File: config.mk
export PLATFORM = sky130hd
export DESIGN_NAME = i8008_core
export DESIGN_NICKNAME = d
export VERILOG_FILES = /design/src/source/i8008_pkg.sv /design/src/source/ctrl_if.sv /design/src/source/reg_file.sv /design/src/source/alu.sv /design/src/source/program_counter.sv /design/src/source/datapath.sv /design/src/source/sequencer.sv /design/src/source/i8008_core.sv
export VERILOG_INCLUDE_DIRS = /design/src /design/src/source
export SDC_FILE = /design/constraint.sdc
export NUM_CORES = 1
export LEC_CHECK = 0
export BUFFER_PORTS_ARGS = -buffer_cell sky130_fd_sc_hd__buf_4
export CAP_MARGIN = 10
export CORE_ASPECT_RATIO = 1.2
export CORE_UTILIZATION = 60
export CTS_CLUSTER_SIZE = 16
export DETAILED_ROUTE_END_ITERATION = 16
export GPL_ROUTABILITY_DRIVEN = 0
export HOLD_SLACK_MARGIN = 0.08
export PLACE_DENSITY = 0.73
export SLEW_MARGIN = 0
export SYNTH_ARGS = -nofsm -noshare
export SYNTH_HDL_FRONTEND = slang
export SYNTH_HIERARCHICAL = 1
export SYNTH_SLANG_ARGS = --single-unit
File: constraint.sdc
create_clock -name clk -period 8.15 [get_ports clk]
set_clock_uncertainty 0.05 [all_clocks]
set_input_delay 0 -clock clk [delete_from_list [all_inputs] [get_ports clk]]
set_output_delay 0 -clock clk [all_outputs]
set_load 0.05 [all_outputs]
File: src/source/i8008_config.svh
`ifndef I8008_CONFIG_SVH
`define I8008_CONFIG_SVH

// Data port and internal bus width
`define I8008_DATA_W 8

// Program address width, high byte uses only bits 5:0
`define I8008_ADDR_W 14

// Scratchpad registers A, B, C, D, E, H, L
`define I8008_NUM_REGS 7

`endif

File: src/source/i8008_pkg.sv
`default_nettype none

package i8008_pkg;

  // Encoded as on the S2:S0 state pins of the original part
  typedef enum logic [2:0] {
    WAIT    = 3'b000,
    T3      = 3'b001,
    T1      = 3'b010,
    STOPPED = 3'b011,
    T2      = 3'b100,
    T5      = 3'b101,
    T4      = 3'b111
  } t_state_t;

  typedef enum logic [1:0] {
    CYCLE1 = 2'b00,  // Instruction fetch
    CYCLE2 = 2'b01,
    CYCLE3 = 2'b10
  } cycle_t;

  // Sent on d_out[7:6] during T2
  typedef enum logic [1:0] {
    PCI = 2'b00,
    PCR = 2'b10,
    PCW = 2'b11
  } cycle_type_t;

  // Same order as the PPP field of the ALU opcodes
  typedef enum logic [2:0] {
    ALU_ADD, ALU_ADC, ALU_SUB, ALU_SBB, ALU_AND, ALU_XOR, ALU_OR, ALU_CMP
  } alu_op_t;

  typedef enum logic [2:0] {
    REG_A, REG_B, REG_C, REG_D, REG_E, REG_H, REG_L, REG_M
  } reg_sel_t;

  typedef enum logic [3:0] {
    OP_LRR, OP_LRI, OP_LRM, OP_LMR, OP_LMI,
    OP_ALUR, OP_ALUI, OP_ALUM,
    OP_INR, OP_DCR,
    OP_JMP, OP_JTC, OP_JFC,
    OP_HLT, OP_ILLEGAL
  } opcode_t;

  typedef enum logic [2:0] {
    BUS_NONE, BUS_PC_LO, BUS_PC_HI, BUS_RF, BUS_ALU, BUS_TMP_A, BUS_TMP_B, BUS_DIN
  } bus_src_t;

  typedef struct packed {
    logic carry;
    logic zero;
    logic sign;
    logic parity;  // Set on even parity
  } flags_t;

endpackage

`default_nettype wire

File: src/source/ctrl_if.sv
`default_nettype none

// Control strobes from the sequencer to the datapath units
interface ctrl_if;
  import i8008_pkg::*;

  bus_src_t    bus_src;
  logic        rf_we;
  reg_sel_t    rf_sel;
  logic        tmp_a_we;
  logic        tmp_b_we;
  logic        ir_we;
  alu_op_t     alu_op;
  logic        alu_incdec;  // INr/DCr instead of alu_op
  logic        alu_dec;
  logic        flags_we;
  logic        pc_inc;
  logic        pc_load_lo;
  logic        pc_load_hi;
  cycle_type_t cycle_type;
  logic        d_out_en;    // Bus goes out on d_out
  logic        addr_hi;     // T2, cycle type replaces bits 7:6

  modport sequencer (
    output bus_src, rf_we, rf_sel, tmp_a_we, tmp_b_we, ir_we, alu_op, alu_incdec,
           alu_dec, flags_we, pc_inc, pc_load_lo, pc_load_hi, cycle_type,
           d_out_en, addr_hi
  );
  modport datapath (input bus_src, tmp_a_we, tmp_b_we, ir_we, cycle_type, d_out_en, addr_hi);
  modport reg_file (input rf_we, rf_sel);
  modport alu (input alu_op, alu_incdec, alu_dec, flags_we);
  modport pc (input pc_inc, pc_load_lo, pc_load_hi);

endinterface

`default_nettype wire

File: src/source/reg_file.sv
`default_nettype none
`include "i8008_config.svh"

module reg_file (
  input  logic                     clk,
  input  logic                     rst,
  ctrl_if.reg_file                 ctrl,
  input  logic [`I8008_DATA_W-1:0] bus,
  output logic [`I8008_DATA_W-1:0] rf_out
);
  import i8008_pkg::*;

  logic [`I8008_DATA_W-1:0] regs [`I8008_NUM_REGS];

  always_ff @(posedge clk) begin
    if (rst) begin
      for (int i = 0; i < `I8008_NUM_REGS; i++)
        regs[i] <= '0;
    end else if (ctrl.rf_we && ctrl.rf_sel != REG_M) begin
      regs[ctrl.rf_sel] <= bus;
    end
  end

  // M is not a register here, reads as zero
  assign rf_out = (ctrl.rf_sel == REG_M) ? '0 : regs[ctrl.rf_sel];

endmodule

`default_nettype wire

File: src/source/alu.sv
`default_nettype none
`include "i8008_config.svh"

module alu (
  input  logic                     clk,
  input  logic                     rst,
  ctrl_if.alu                      ctrl,
  input  logic [`I8008_DATA_W-1:0] tmp_a,
  input  logic [`I8008_DATA_W-1:0] tmp_b,
  output logic [`I8008_DATA_W-1:0] alu_out,
  output i8008_pkg::flags_t        flags
);
  import i8008_pkg::*;

  localparam int W = `I8008_DATA_W;

  logic [W:0]   a_ext, b_ext, cy_ext;
  logic [W:0]   wide;  // Top bit is carry or borrow
  logic [W-1:0] result;
  flags_t       flags_d;

  assign a_ext  = {1'b0, tmp_a};
  assign b_ext  = {1'b0, tmp_b};
  assign cy_ext = {{W{1'b0}}, flags.carry};

  always_comb begin
    if (ctrl.alu_incdec) begin
      wide = ctrl.alu_dec ? a_ext - (W + 1)'(1) : a_ext + (W + 1)'(1);
    end else begin
      case (ctrl.alu_op)
        ALU_ADD: wide = a_ext + b_ext;
        ALU_ADC: wide = a_ext + b_ext + cy_ext;
        ALU_SUB: wide = a_ext - b_ext;
        ALU_SBB: wide = a_ext - b_ext - cy_ext;
        ALU_AND: wide = {1'b0, tmp_a & tmp_b};
        ALU_XOR: wide = {1'b0, tmp_a ^ tmp_b};
        ALU_OR:  wide = {1'b0, tmp_a | tmp_b};
        default: wide = a_ext - b_ext;  // CMP, result only feeds flags
      endcase
    end
    result = wide[W-1:0];

    flags_d.carry  = ctrl.alu_incdec ? flags.carry : wide[W];
    flags_d.zero   = (result == '0);
    flags_d.sign   = result[W-1];
    flags_d.parity = ~^result;
  end

  assign alu_out = result;

  always_ff @(posedge clk) begin
    if (rst)
      flags <= '0;
    else if (ctrl.flags_we)
      flags <= flags_d;
  end

endmodule

`default_nettype wire

File: src/source/program_counter.sv
`default_nettype none
`include "i8008_config.svh"

module program_counter (
  input  logic                     clk,
  input  logic                     rst,
  ctrl_if.pc                       ctrl,
  input  logic [`I8008_DATA_W-1:0] bus,
  output logic [`I8008_ADDR_W-1:0] pc
);

  localparam int W  = `I8008_DATA_W;
  localparam int AW = `I8008_ADDR_W;

  // Jump target arrives one byte at a time with the low byte first
  always_ff @(posedge clk) begin
    if (rst)
      pc <= '0;
    else if (ctrl.pc_load_lo)
      pc[W-1:0] <= bus;
    else if (ctrl.pc_load_hi)
      pc[AW-1:W] <= bus[AW-W-1:0];  // Bits 7:6 of the byte are dropped
    else if (ctrl.pc_inc)
      pc <= pc + AW'(1);
  end

endmodule

`default_nettype wire

File: src/source/datapath.sv
`default_nettype none
`include "i8008_config.svh"

module datapath (
  input  logic                     clk,
  input  logic                     rst,
  ctrl_if.datapath                 ctrl,
  input  logic [`I8008_DATA_W-1:0] d_in,
  input  logic [`I8008_DATA_W-1:0] rf_out,
  input  logic [`I8008_DATA_W-1:0] alu_out,
  input  logic [`I8008_ADDR_W-1:0] pc,
  output logic [`I8008_DATA_W-1:0] bus,
  output logic [`I8008_DATA_W-1:0] d_out,
  output logic [`I8008_DATA_W-1:0] instr,
  output logic [`I8008_DATA_W-1:0] tmp_a,
  output logic [`I8008_DATA_W-1:0] tmp_b
);
  import i8008_pkg::*;

  localparam int W  = `I8008_DATA_W;
  localparam int AW = `I8008_ADDR_W;

  logic [W-1:0] ir;

  always_ff @(posedge clk) begin
    if (rst)
      ir <= '0;
    else if (ctrl.ir_we)
      ir <= d_in;
  end

  // Fetched byte is visible to decode during its own T3
  assign instr = ctrl.ir_we ? d_in : ir;

  always_ff @(posedge clk) begin
    if (ctrl.tmp_a_we)
      tmp_a <= bus;
    if (ctrl.tmp_b_we)
      tmp_b <= bus;
  end

  always_comb begin
    case (ctrl.bus_src)
      BUS_PC_LO: bus = pc[W-1:0];
      BUS_PC_HI: bus = {{(2 * W - AW){1'b0}}, pc[AW-1:W]};
      BUS_RF:    bus = rf_out;
      BUS_ALU:   bus = alu_out;
      BUS_TMP_A: bus = tmp_a;
      BUS_TMP_B: bus = tmp_b;
      BUS_DIN:   bus = d_in;
      default:   bus = '0;
    endcase
  end

  // Zero whenever sync is low
  always_comb begin
    if (!ctrl.d_out_en)
      d_out = '0;
    else if (ctrl.addr_hi)
      d_out = {ctrl.cycle_type, bus[W-3:0]};
    else
      d_out = bus;
  end

endmodule

`default_nettype wire

File: src/source/sequencer.sv
`default_nettype none
`include "i8008_config.svh"

module sequencer (
  input  logic                     clk,
  input  logic                     rst,
  input  logic                     ready,
  input  logic [`I8008_DATA_W-1:0] instr,
  input  i8008_pkg::flags_t        flags,
  ctrl_if.sequencer                ctrl,
  output i8008_pkg::t_state_t      state,
  output logic                     sync
);
  import i8008_pkg::*;

  t_state_t state_d;
  cycle_t   cycle, cycle_d;
  opcode_t  op;
  reg_sel_t ddd, sss;
  alu_op_t  op_sel;
  logic     cond, take;
  logic     mem_cycle, write_cycle;

  assign ddd    = reg_sel_t'(instr[5:3]);
  assign sss    = reg_sel_t'(instr[2:0]);
  assign op_sel = alu_op_t'(instr[5:3]);

  always_comb begin
    op = OP_ILLEGAL;  // Rotates, stack and I/O land here
    case (instr[7:6])
      2'b00: begin
        if (instr[5:1] == 5'b00000)
          op = OP_HLT;
        else if (instr[2:1] == 2'b00 && ddd != REG_M)
          op = instr[0] ? OP_DCR : OP_INR;
        else if (instr[2:0] == 3'b100)
          op = OP_ALUI;
        else if (instr[2:0] == 3'b110)
          op = (ddd == REG_M) ? OP_LMI : OP_LRI;
      end
      2'b01: begin
        if (instr[2:0] == 3'b100)
          op = OP_JMP;
        else if (instr[2:0] == 3'b000)
          op = instr[5] ? OP_JTC : OP_JFC;
      end
      2'b10: op = (sss == REG_M) ? OP_ALUM : OP_ALUR;
      default: begin
        if (instr == 8'hff)
          op = OP_HLT;
        else if (sss == REG_M)
          op = OP_LRM;
        else if (ddd == REG_M)
          op = OP_LMR;
        else
          op = OP_LRR;
      end
    endcase
  end

  // Jump condition from bits 4:3
  always_comb begin
    case (instr[4:3])
      2'b00:   cond = flags.carry;
      2'b01:   cond = flags.zero;
      2'b10:   cond = flags.sign;
      default: cond = flags.parity;
    endcase
    take = (op == OP_JMP) || (op == OP_JTC && cond) || (op == OP_JFC && !cond);
  end

  // Cycles addressed by H:L instead of the PC
  assign mem_cycle = (cycle == CYCLE2 && op inside {OP_LRM, OP_LMR, OP_ALUM}) ||
                     (cycle == CYCLE3 && op == OP_LMI);
  assign write_cycle = (cycle == CYCLE2 && op == OP_LMR) ||
                       (cycle == CYCLE3 && op == OP_LMI);

  assign ctrl.cycle_type = (cycle == CYCLE1) ? PCI : (write_cycle ? PCW : PCR);
  assign sync = (state == T1) || (state == T2) || (state == T3 && write_cycle);
  assign ctrl.d_out_en = sync;
  assign ctrl.addr_hi  = (state == T2);
  assign ctrl.ir_we    = (cycle == CYCLE1) && (state == T3);
  assign ctrl.pc_inc   = (state == T2) && !mem_cycle;

  always_comb begin
    state_d         = state;
    cycle_d         = cycle;
    ctrl.bus_src    = BUS_NONE;
    ctrl.rf_we      = 1'b0;
    ctrl.rf_sel     = REG_A;
    ctrl.tmp_a_we   = 1'b0;
    ctrl.tmp_b_we   = 1'b0;
    ctrl.alu_op     = op_sel;
    ctrl.alu_incdec = 1'b0;
    ctrl.alu_dec    = 1'b0;
    ctrl.flags_we   = 1'b0;
    ctrl.pc_load_lo = 1'b0;
    ctrl.pc_load_hi = 1'b0;

    case (state)
      T1: begin
        ctrl.bus_src = mem_cycle ? BUS_RF : BUS_PC_LO;
        ctrl.rf_sel  = REG_L;
        state_d      = T2;
      end
      T2: begin
        ctrl.bus_src = mem_cycle ? BUS_RF : BUS_PC_HI;
        ctrl.rf_sel  = REG_H;
        state_d      = ready ? T3 : WAIT;
      end
      WAIT: state_d = ready ? T3 : WAIT;
      T3: begin
        state_d = T1;
        cycle_d = CYCLE1;
        if (cycle == CYCLE1) begin
          // IR takes d_in directly, bus is free to copy A for the ALU
          ctrl.bus_src  = BUS_RF;
          ctrl.tmp_a_we = 1'b1;
          if (op == OP_HLT)
            state_d = STOPPED;
          else if (op inside {OP_LRR, OP_ALUR, OP_INR, OP_DCR})
            state_d = T4;
          else if (op != OP_ILLEGAL)
            cycle_d = CYCLE2;
        end else if (write_cycle) begin
          ctrl.bus_src = (op == OP_LMR) ? BUS_RF : BUS_TMP_B;
          ctrl.rf_sel  = sss;
        end else begin
          ctrl.bus_src = BUS_DIN;
          if (cycle == CYCLE3) begin
            ctrl.tmp_a_we = 1'b1;  // Jump high address
            if (take) begin
              state_d = T4;
              cycle_d = CYCLE3;
            end
          end else begin
            ctrl.tmp_b_we = 1'b1;
            if (op inside {OP_LMI, OP_JMP, OP_JTC, OP_JFC})
              cycle_d = CYCLE3;
            else begin
              state_d = T4;
              cycle_d = CYCLE2;
            end
          end
        end
      end
      T4: begin
        state_d = T5;
        if (cycle == CYCLE3) begin
          ctrl.bus_src    = BUS_TMP_B;
          ctrl.pc_load_lo = 1'b1;
        end else if (cycle == CYCLE1) begin
          ctrl.bus_src = BUS_RF;
          if (op inside {OP_INR, OP_DCR}) begin
            ctrl.rf_sel   = ddd;
            ctrl.tmp_a_we = 1'b1;
          end else begin
            ctrl.rf_sel   = sss;
            ctrl.tmp_b_we = 1'b1;
          end
        end
      end
      T5: begin
        state_d = T1;
        cycle_d = CYCLE1;
        case (op)
          OP_LRR, OP_LRI, OP_LRM: begin
            ctrl.bus_src = BUS_TMP_B;
            ctrl.rf_sel  = ddd;
            ctrl.rf_we   = 1'b1;
          end
          OP_ALUR, OP_ALUI, OP_ALUM: begin
            ctrl.bus_src  = BUS_ALU;
            ctrl.rf_we    = (op_sel != ALU_CMP);  // CMP keeps A
            ctrl.flags_we = 1'b1;
          end
          OP_INR, OP_DCR: begin
            ctrl.bus_src    = BUS_ALU;
            ctrl.alu_incdec = 1'b1;
            ctrl.alu_dec    = instr[0];
            ctrl.rf_sel     = ddd;
            ctrl.rf_we      = 1'b1;
            ctrl.flags_we   = 1'b1;
          end
          OP_JMP, OP_JTC, OP_JFC: begin
            ctrl.bus_src    = BUS_TMP_A;
            ctrl.pc_load_hi = 1'b1;
          end
          default: ;
        endcase
      end
      STOPPED: state_d = STOPPED;  // Left only through reset
      default: begin
        state_d = T1;
        cycle_d = CYCLE1;
      end
    endcase
  end

  always_ff @(posedge clk) begin
    if (rst) begin
      state <= T1;
      cycle <= CYCLE1;
    end else begin
      state <= state_d;
      cycle <= cycle_d;
    end
  end

endmodule

`default_nettype wire

File: src/source/i8008_core.sv
`default_nettype none
`include "i8008_config.svh"

module i8008_core (
  input  logic                     clk,
  input  logic                     rst,
  input  logic                     ready,
  input  logic [`I8008_DATA_W-1:0] d_in,
  output logic [`I8008_DATA_W-1:0] d_out,
  output logic                     sync,
  output i8008_pkg::t_state_t      state
);
  import i8008_pkg::*;

  logic [`I8008_DATA_W-1:0] bus;
  logic [`I8008_DATA_W-1:0] instr;
  logic [`I8008_DATA_W-1:0] rf_out;
  logic [`I8008_DATA_W-1:0] alu_out;
  logic [`I8008_DATA_W-1:0] tmp_a;
  logic [`I8008_DATA_W-1:0] tmp_b;
  logic [`I8008_ADDR_W-1:0] pc;
  flags_t                   flags;

  ctrl_if ctrl ();

  sequencer sequencer_i (
    .clk   (clk),
    .rst   (rst),
    .ready (ready),
    .instr (instr),
    .flags (flags),
    .ctrl  (ctrl.sequencer),
    .state (state),
    .sync  (sync)
  );

  datapath datapath_i (
    .clk     (clk),
    .rst     (rst),
    .ctrl    (ctrl.datapath),
    .d_in    (d_in),
    .rf_out  (rf_out),
    .alu_out (alu_out),
    .pc      (pc),
    .bus     (bus),
    .d_out   (d_out),
    .instr   (instr),
    .tmp_a   (tmp_a),
    .tmp_b   (tmp_b)
  );

  reg_file reg_file_i (
    .clk    (clk),
    .rst    (rst),
    .ctrl   (ctrl.reg_file),
    .bus    (bus),
    .rf_out (rf_out)
  );

  alu alu_i (
    .clk     (clk),
    .rst     (rst),
    .ctrl    (ctrl.alu),
    .tmp_a   (tmp_a),
    .tmp_b   (tmp_b),
    .alu_out (alu_out),
    .flags   (flags)
  );

  program_counter program_counter_i (
    .clk  (clk),
    .rst  (rst),
    .ctrl (ctrl.pc),
    .bus  (bus),
    .pc   (pc)
  );

endmodule

`default_nettype wire

==> results.cfg <==
[grt]
first_global_vias = 6810
grt_first_pass_wirelength_um = 36600
antenna_found_initial = 0
overflow = 0
grt_usage_pct = 31.2
grt_max_degree = 53

[timing]
finalSetupTns_ns = 0
tightest_slew_ns = 0.968
setup_viol = 0
slew-limit-headroom_pct = 35.4
final-hold-violation-count = 0
rsz0062_at_grt = no
maxSlewViolCount = 0
period_needed_ns = 7.61
min_period_over_period_pct = 93.3
max_clock_freq_mhz = 131

[clocking]
cts_sinks = 103
clockBufferDepth = 2
insertion_delay_ns = 0.35
h-tree-depth = 3
post-cts-setup-buffer-count = 0
path_clk_slew_ns = 0.07
cts_buffers = 9
cts-root-buf = clkbuf_16
cts_tree = built

[critical_path]
crit_path_max_fanout = 31
start_kind = register
cp_cell_sequence = nor2b_1 > nand2b_1 > nor2_2 > mux2_2 > and3_4 > xnor2_2 > a31oi_4 > and2_1 > and3_1 > and2_1 > ha_1 > a21o_1 > a21oi_1 > nor2b_1 > o21a_1 > o41a_1 > xnor2_1 > nor2_1 > a21o_1 > mux2i_1 > o21ai_1 > o21ba_2 > buf_4
cp.arrival_ns = 7.56
slowest_delay_ns = 0.69
r2r_slack_ns = 0.67
critical-path-slowest-cell = and3_1
critPathBufInv = 1
r2r.worst_path.cells = 23
path_class = register to output port
r2r_end = reg_file_i/regs[2][7]$_SDFFCE_PN0P_
reg2reg_from = sequencer_i/state[0]$_SDFF_PP0_
critPathCaptureType = output port
cp_top_family = simple AND/OR/NAND/NOR gates
crit_required_ns = 8.10

[synthesis]
ys_ff_latch = 103
synth_top_area_share_pct = 22.0
ys_async_sr_fraction_pct = 0
synth_edf_count = 64
seq_area_frac_synth_pct = 30.9
synth_area_leaders = edfxtp_1 22%, dfxtp_1 8.9%, ha_1 5.9%
synth-main-ff-cell = edfxtp_1
syn_area_um2 = 8740
synth_area_leader_cell = edfxtp_1
syn_nets = 1042
synth.distinct_cells = 107
yosys_warnings = 6
synth.most_common_cell = nor2_1
synthCells = 987
netlist_top_cells_count = 105 x nor2_1, 65 x inv_1, 64 x edfxtp_1, 63 x nand2_1, 49 x a21oi_1
syn_area_per_cell_um2 = 8.86

[routing]
met2_length_um = 11400
drtAntennaViolNets = 0
initialDrtViolationCount = 731
wl_met3_um = 1420
vias = 7488
wl_per_cell_um = 20.4
highest_layer = met4
totalWireLength_um = 23300
via_per_inst = 6.57
wl_met1_um = 9690
firstDrtPassIters = 6
drc = 0

[worst_hold_path]
hold_class = primary input to register
hold_start = rst
whs_path_depth = 2
whs_endpoint = program_counter_i/pc[1]$_SDFFE_PP0P_

[die]
coreArea_um2 = 14000
io_pins = 23
die_x_um = 112
die_h_um = 134
rows = 47
initial_core_util_pct = 62.5
die_area_um2 = 15100

[placed_design]
hpwlAfterDp_um = 17300
placed_area_um2 = 8800
portBuffers = 22

[pwr]
leakagePower_uw = 0.00349
cellPowerDensity_nw_per_um2 = 181
irDropWorstVdd_mv = 0.165

[run_status]
status = finished clean

[job]
max_cap_viol_count = 0

[layout]
drive_above_1_share_pct = 12.1
area_growth_pct = 4.31
final_nets = 1019
final_cell_area_um2 = 9120
nFillCells = 1248
antenna_cells = 0
final cells by class:
cell class                 count  area (um^2)  area share [%]
multi-input combinational    748         5380            59.0
clock inverter                 6         62.6           0.686
timing repair buffer          35          265            2.91
tap                          171          214            2.35
sequential                   103         2700            29.6
clock buffer                  10          239            2.62
inverter                      67          251            2.76
sequential cells by signal, indices dropped and copies added, names as in the netlist:
name / count
sequencer_i/cycle: 2
datapath_i/tmp_b: 8
reg_file_i/regs: 56
sequencer_i/state: 3
alu_i/flags: 4
program_counter_i/pc: 14
datapath_i/tmp_a: 8
datapath_i/ir: 8
timing repair:
action | in CTS | in global routing
resized for setup | 0 | 1
endpoints found under the hold margin | 1 | 0
hold buffers | 1 | 0
setup endpoints to repair | 0 | 6
layer usage:
metal	up-vias	track usage [%]
met4	0	12.2
li1	3539	-
met3	62	2.98
met5	-	0
met2	314	54.1
met1	3573	40.1
through the flow:
| stage | setup WS (ns) | utilization, % | total power (uW) | std cells | hold WS [ns] |
|---|---|---|---|---|---|
| floorplan | 2.02 | - | 1090 | 987 | 0.0191 |
| global placement | 0.952 | 62.9 | 1210 | 1123 | 0.272 |
| detailed placement | 0.614 | 62.9 | 1210 | 1123 | 0.287 |
| CTS | 0.430 | 65.1 | 1650 | 1140 | 0.0891 |
| global route | 0.0587 | 65.1 | 1710 | 1140 | 0.113 |
| finish | 0.544 | 65.1 | 1650 | 1140 | 0.0997 |
power breakdown:
part | internal, uW | switching, uW | leakage [uW]
Combinational | 230 | 393 | 0.00238
Clock | 225 | 210 | 0.000150
Sequential | 573 | 19.2 | 0.000960
Total | 1030 | 622 | 0.00349
worst register-to-register path: cells and delay by family (launching register included):
kind                     cells  cell delay (ns)
XOR/XNOR                     2             0.28
multiplexers                 2             0.70
AO/OA/AOI/OAI                7             1.83
adder cells (fa/ha/maj)      1             0.30
AND/OR/NAND/NOR             11             3.68
flip-flops                   1             0.51
cell usage in the layout, fill, tap and decap left out, drive strengths merged, types with 7 or more instances in the layout:
master / instances
inv: 70
buf: 34
o31ai: 11
nand2b: 20
o211ai: 8
xor2: 13
nand2: 64
o21a: 11
nor3: 17
dfxtp: 39
o22ai: 7
nor2b: 23
nand4: 14
a31oi: 20
a21oi: 49
nand3: 31
mux2i: 47
mux2: 10
clkbuf: 10
and2: 17
a21o: 14
ha: 41
and3: 12
nor2: 107
o21ai: 39
edfxtp: 64
a22o: 10
xnor2: 22
or2: 16
kinds of logic (layout without fill, tap and decap cells):
family | Yosys count | count (layout) | share of synthesized area [%]
mux | 63 | 63 | 8.26
buf+inv | 136 | 118 | 7.84
xor+xnor | 35 | 35 | 3.59
flops | 103 | 103 | 30.9
fa+ha+maj | 44 | 44 | 6.56
simple gates | 357 | 357 | 21.7
compound gates | 249 | 249 | 21.1
how the worst max path moves through the flow:
stage               cells after the start                             from                             endpoint
finish                                 23  sequencer_i/state[0]$_SDFF_PP0_                             d_out[7]
global placement                       23  sequencer_i/state[0]$_SDFF_PP0_  reg_file_i/regs[2][7]$_SDFFCE_PN0P_
floorplan                              29  sequencer_i/state[0]$_SDFF_PP0_  reg_file_i/regs[0][7]$_SDFFCE_PN0P_
detailed placement                     23  sequencer_i/state[0]$_SDFF_PP0_  reg_file_i/regs[2][7]$_SDFFCE_PN0P_
global route                           23  sequencer_i/state[0]$_SDFF_PP0_                             d_out[7]
CTS                                    23  sequencer_i/state[0]$_SDFF_PP0_                             d_out[7]
Power figures use the tool's default switching activity.
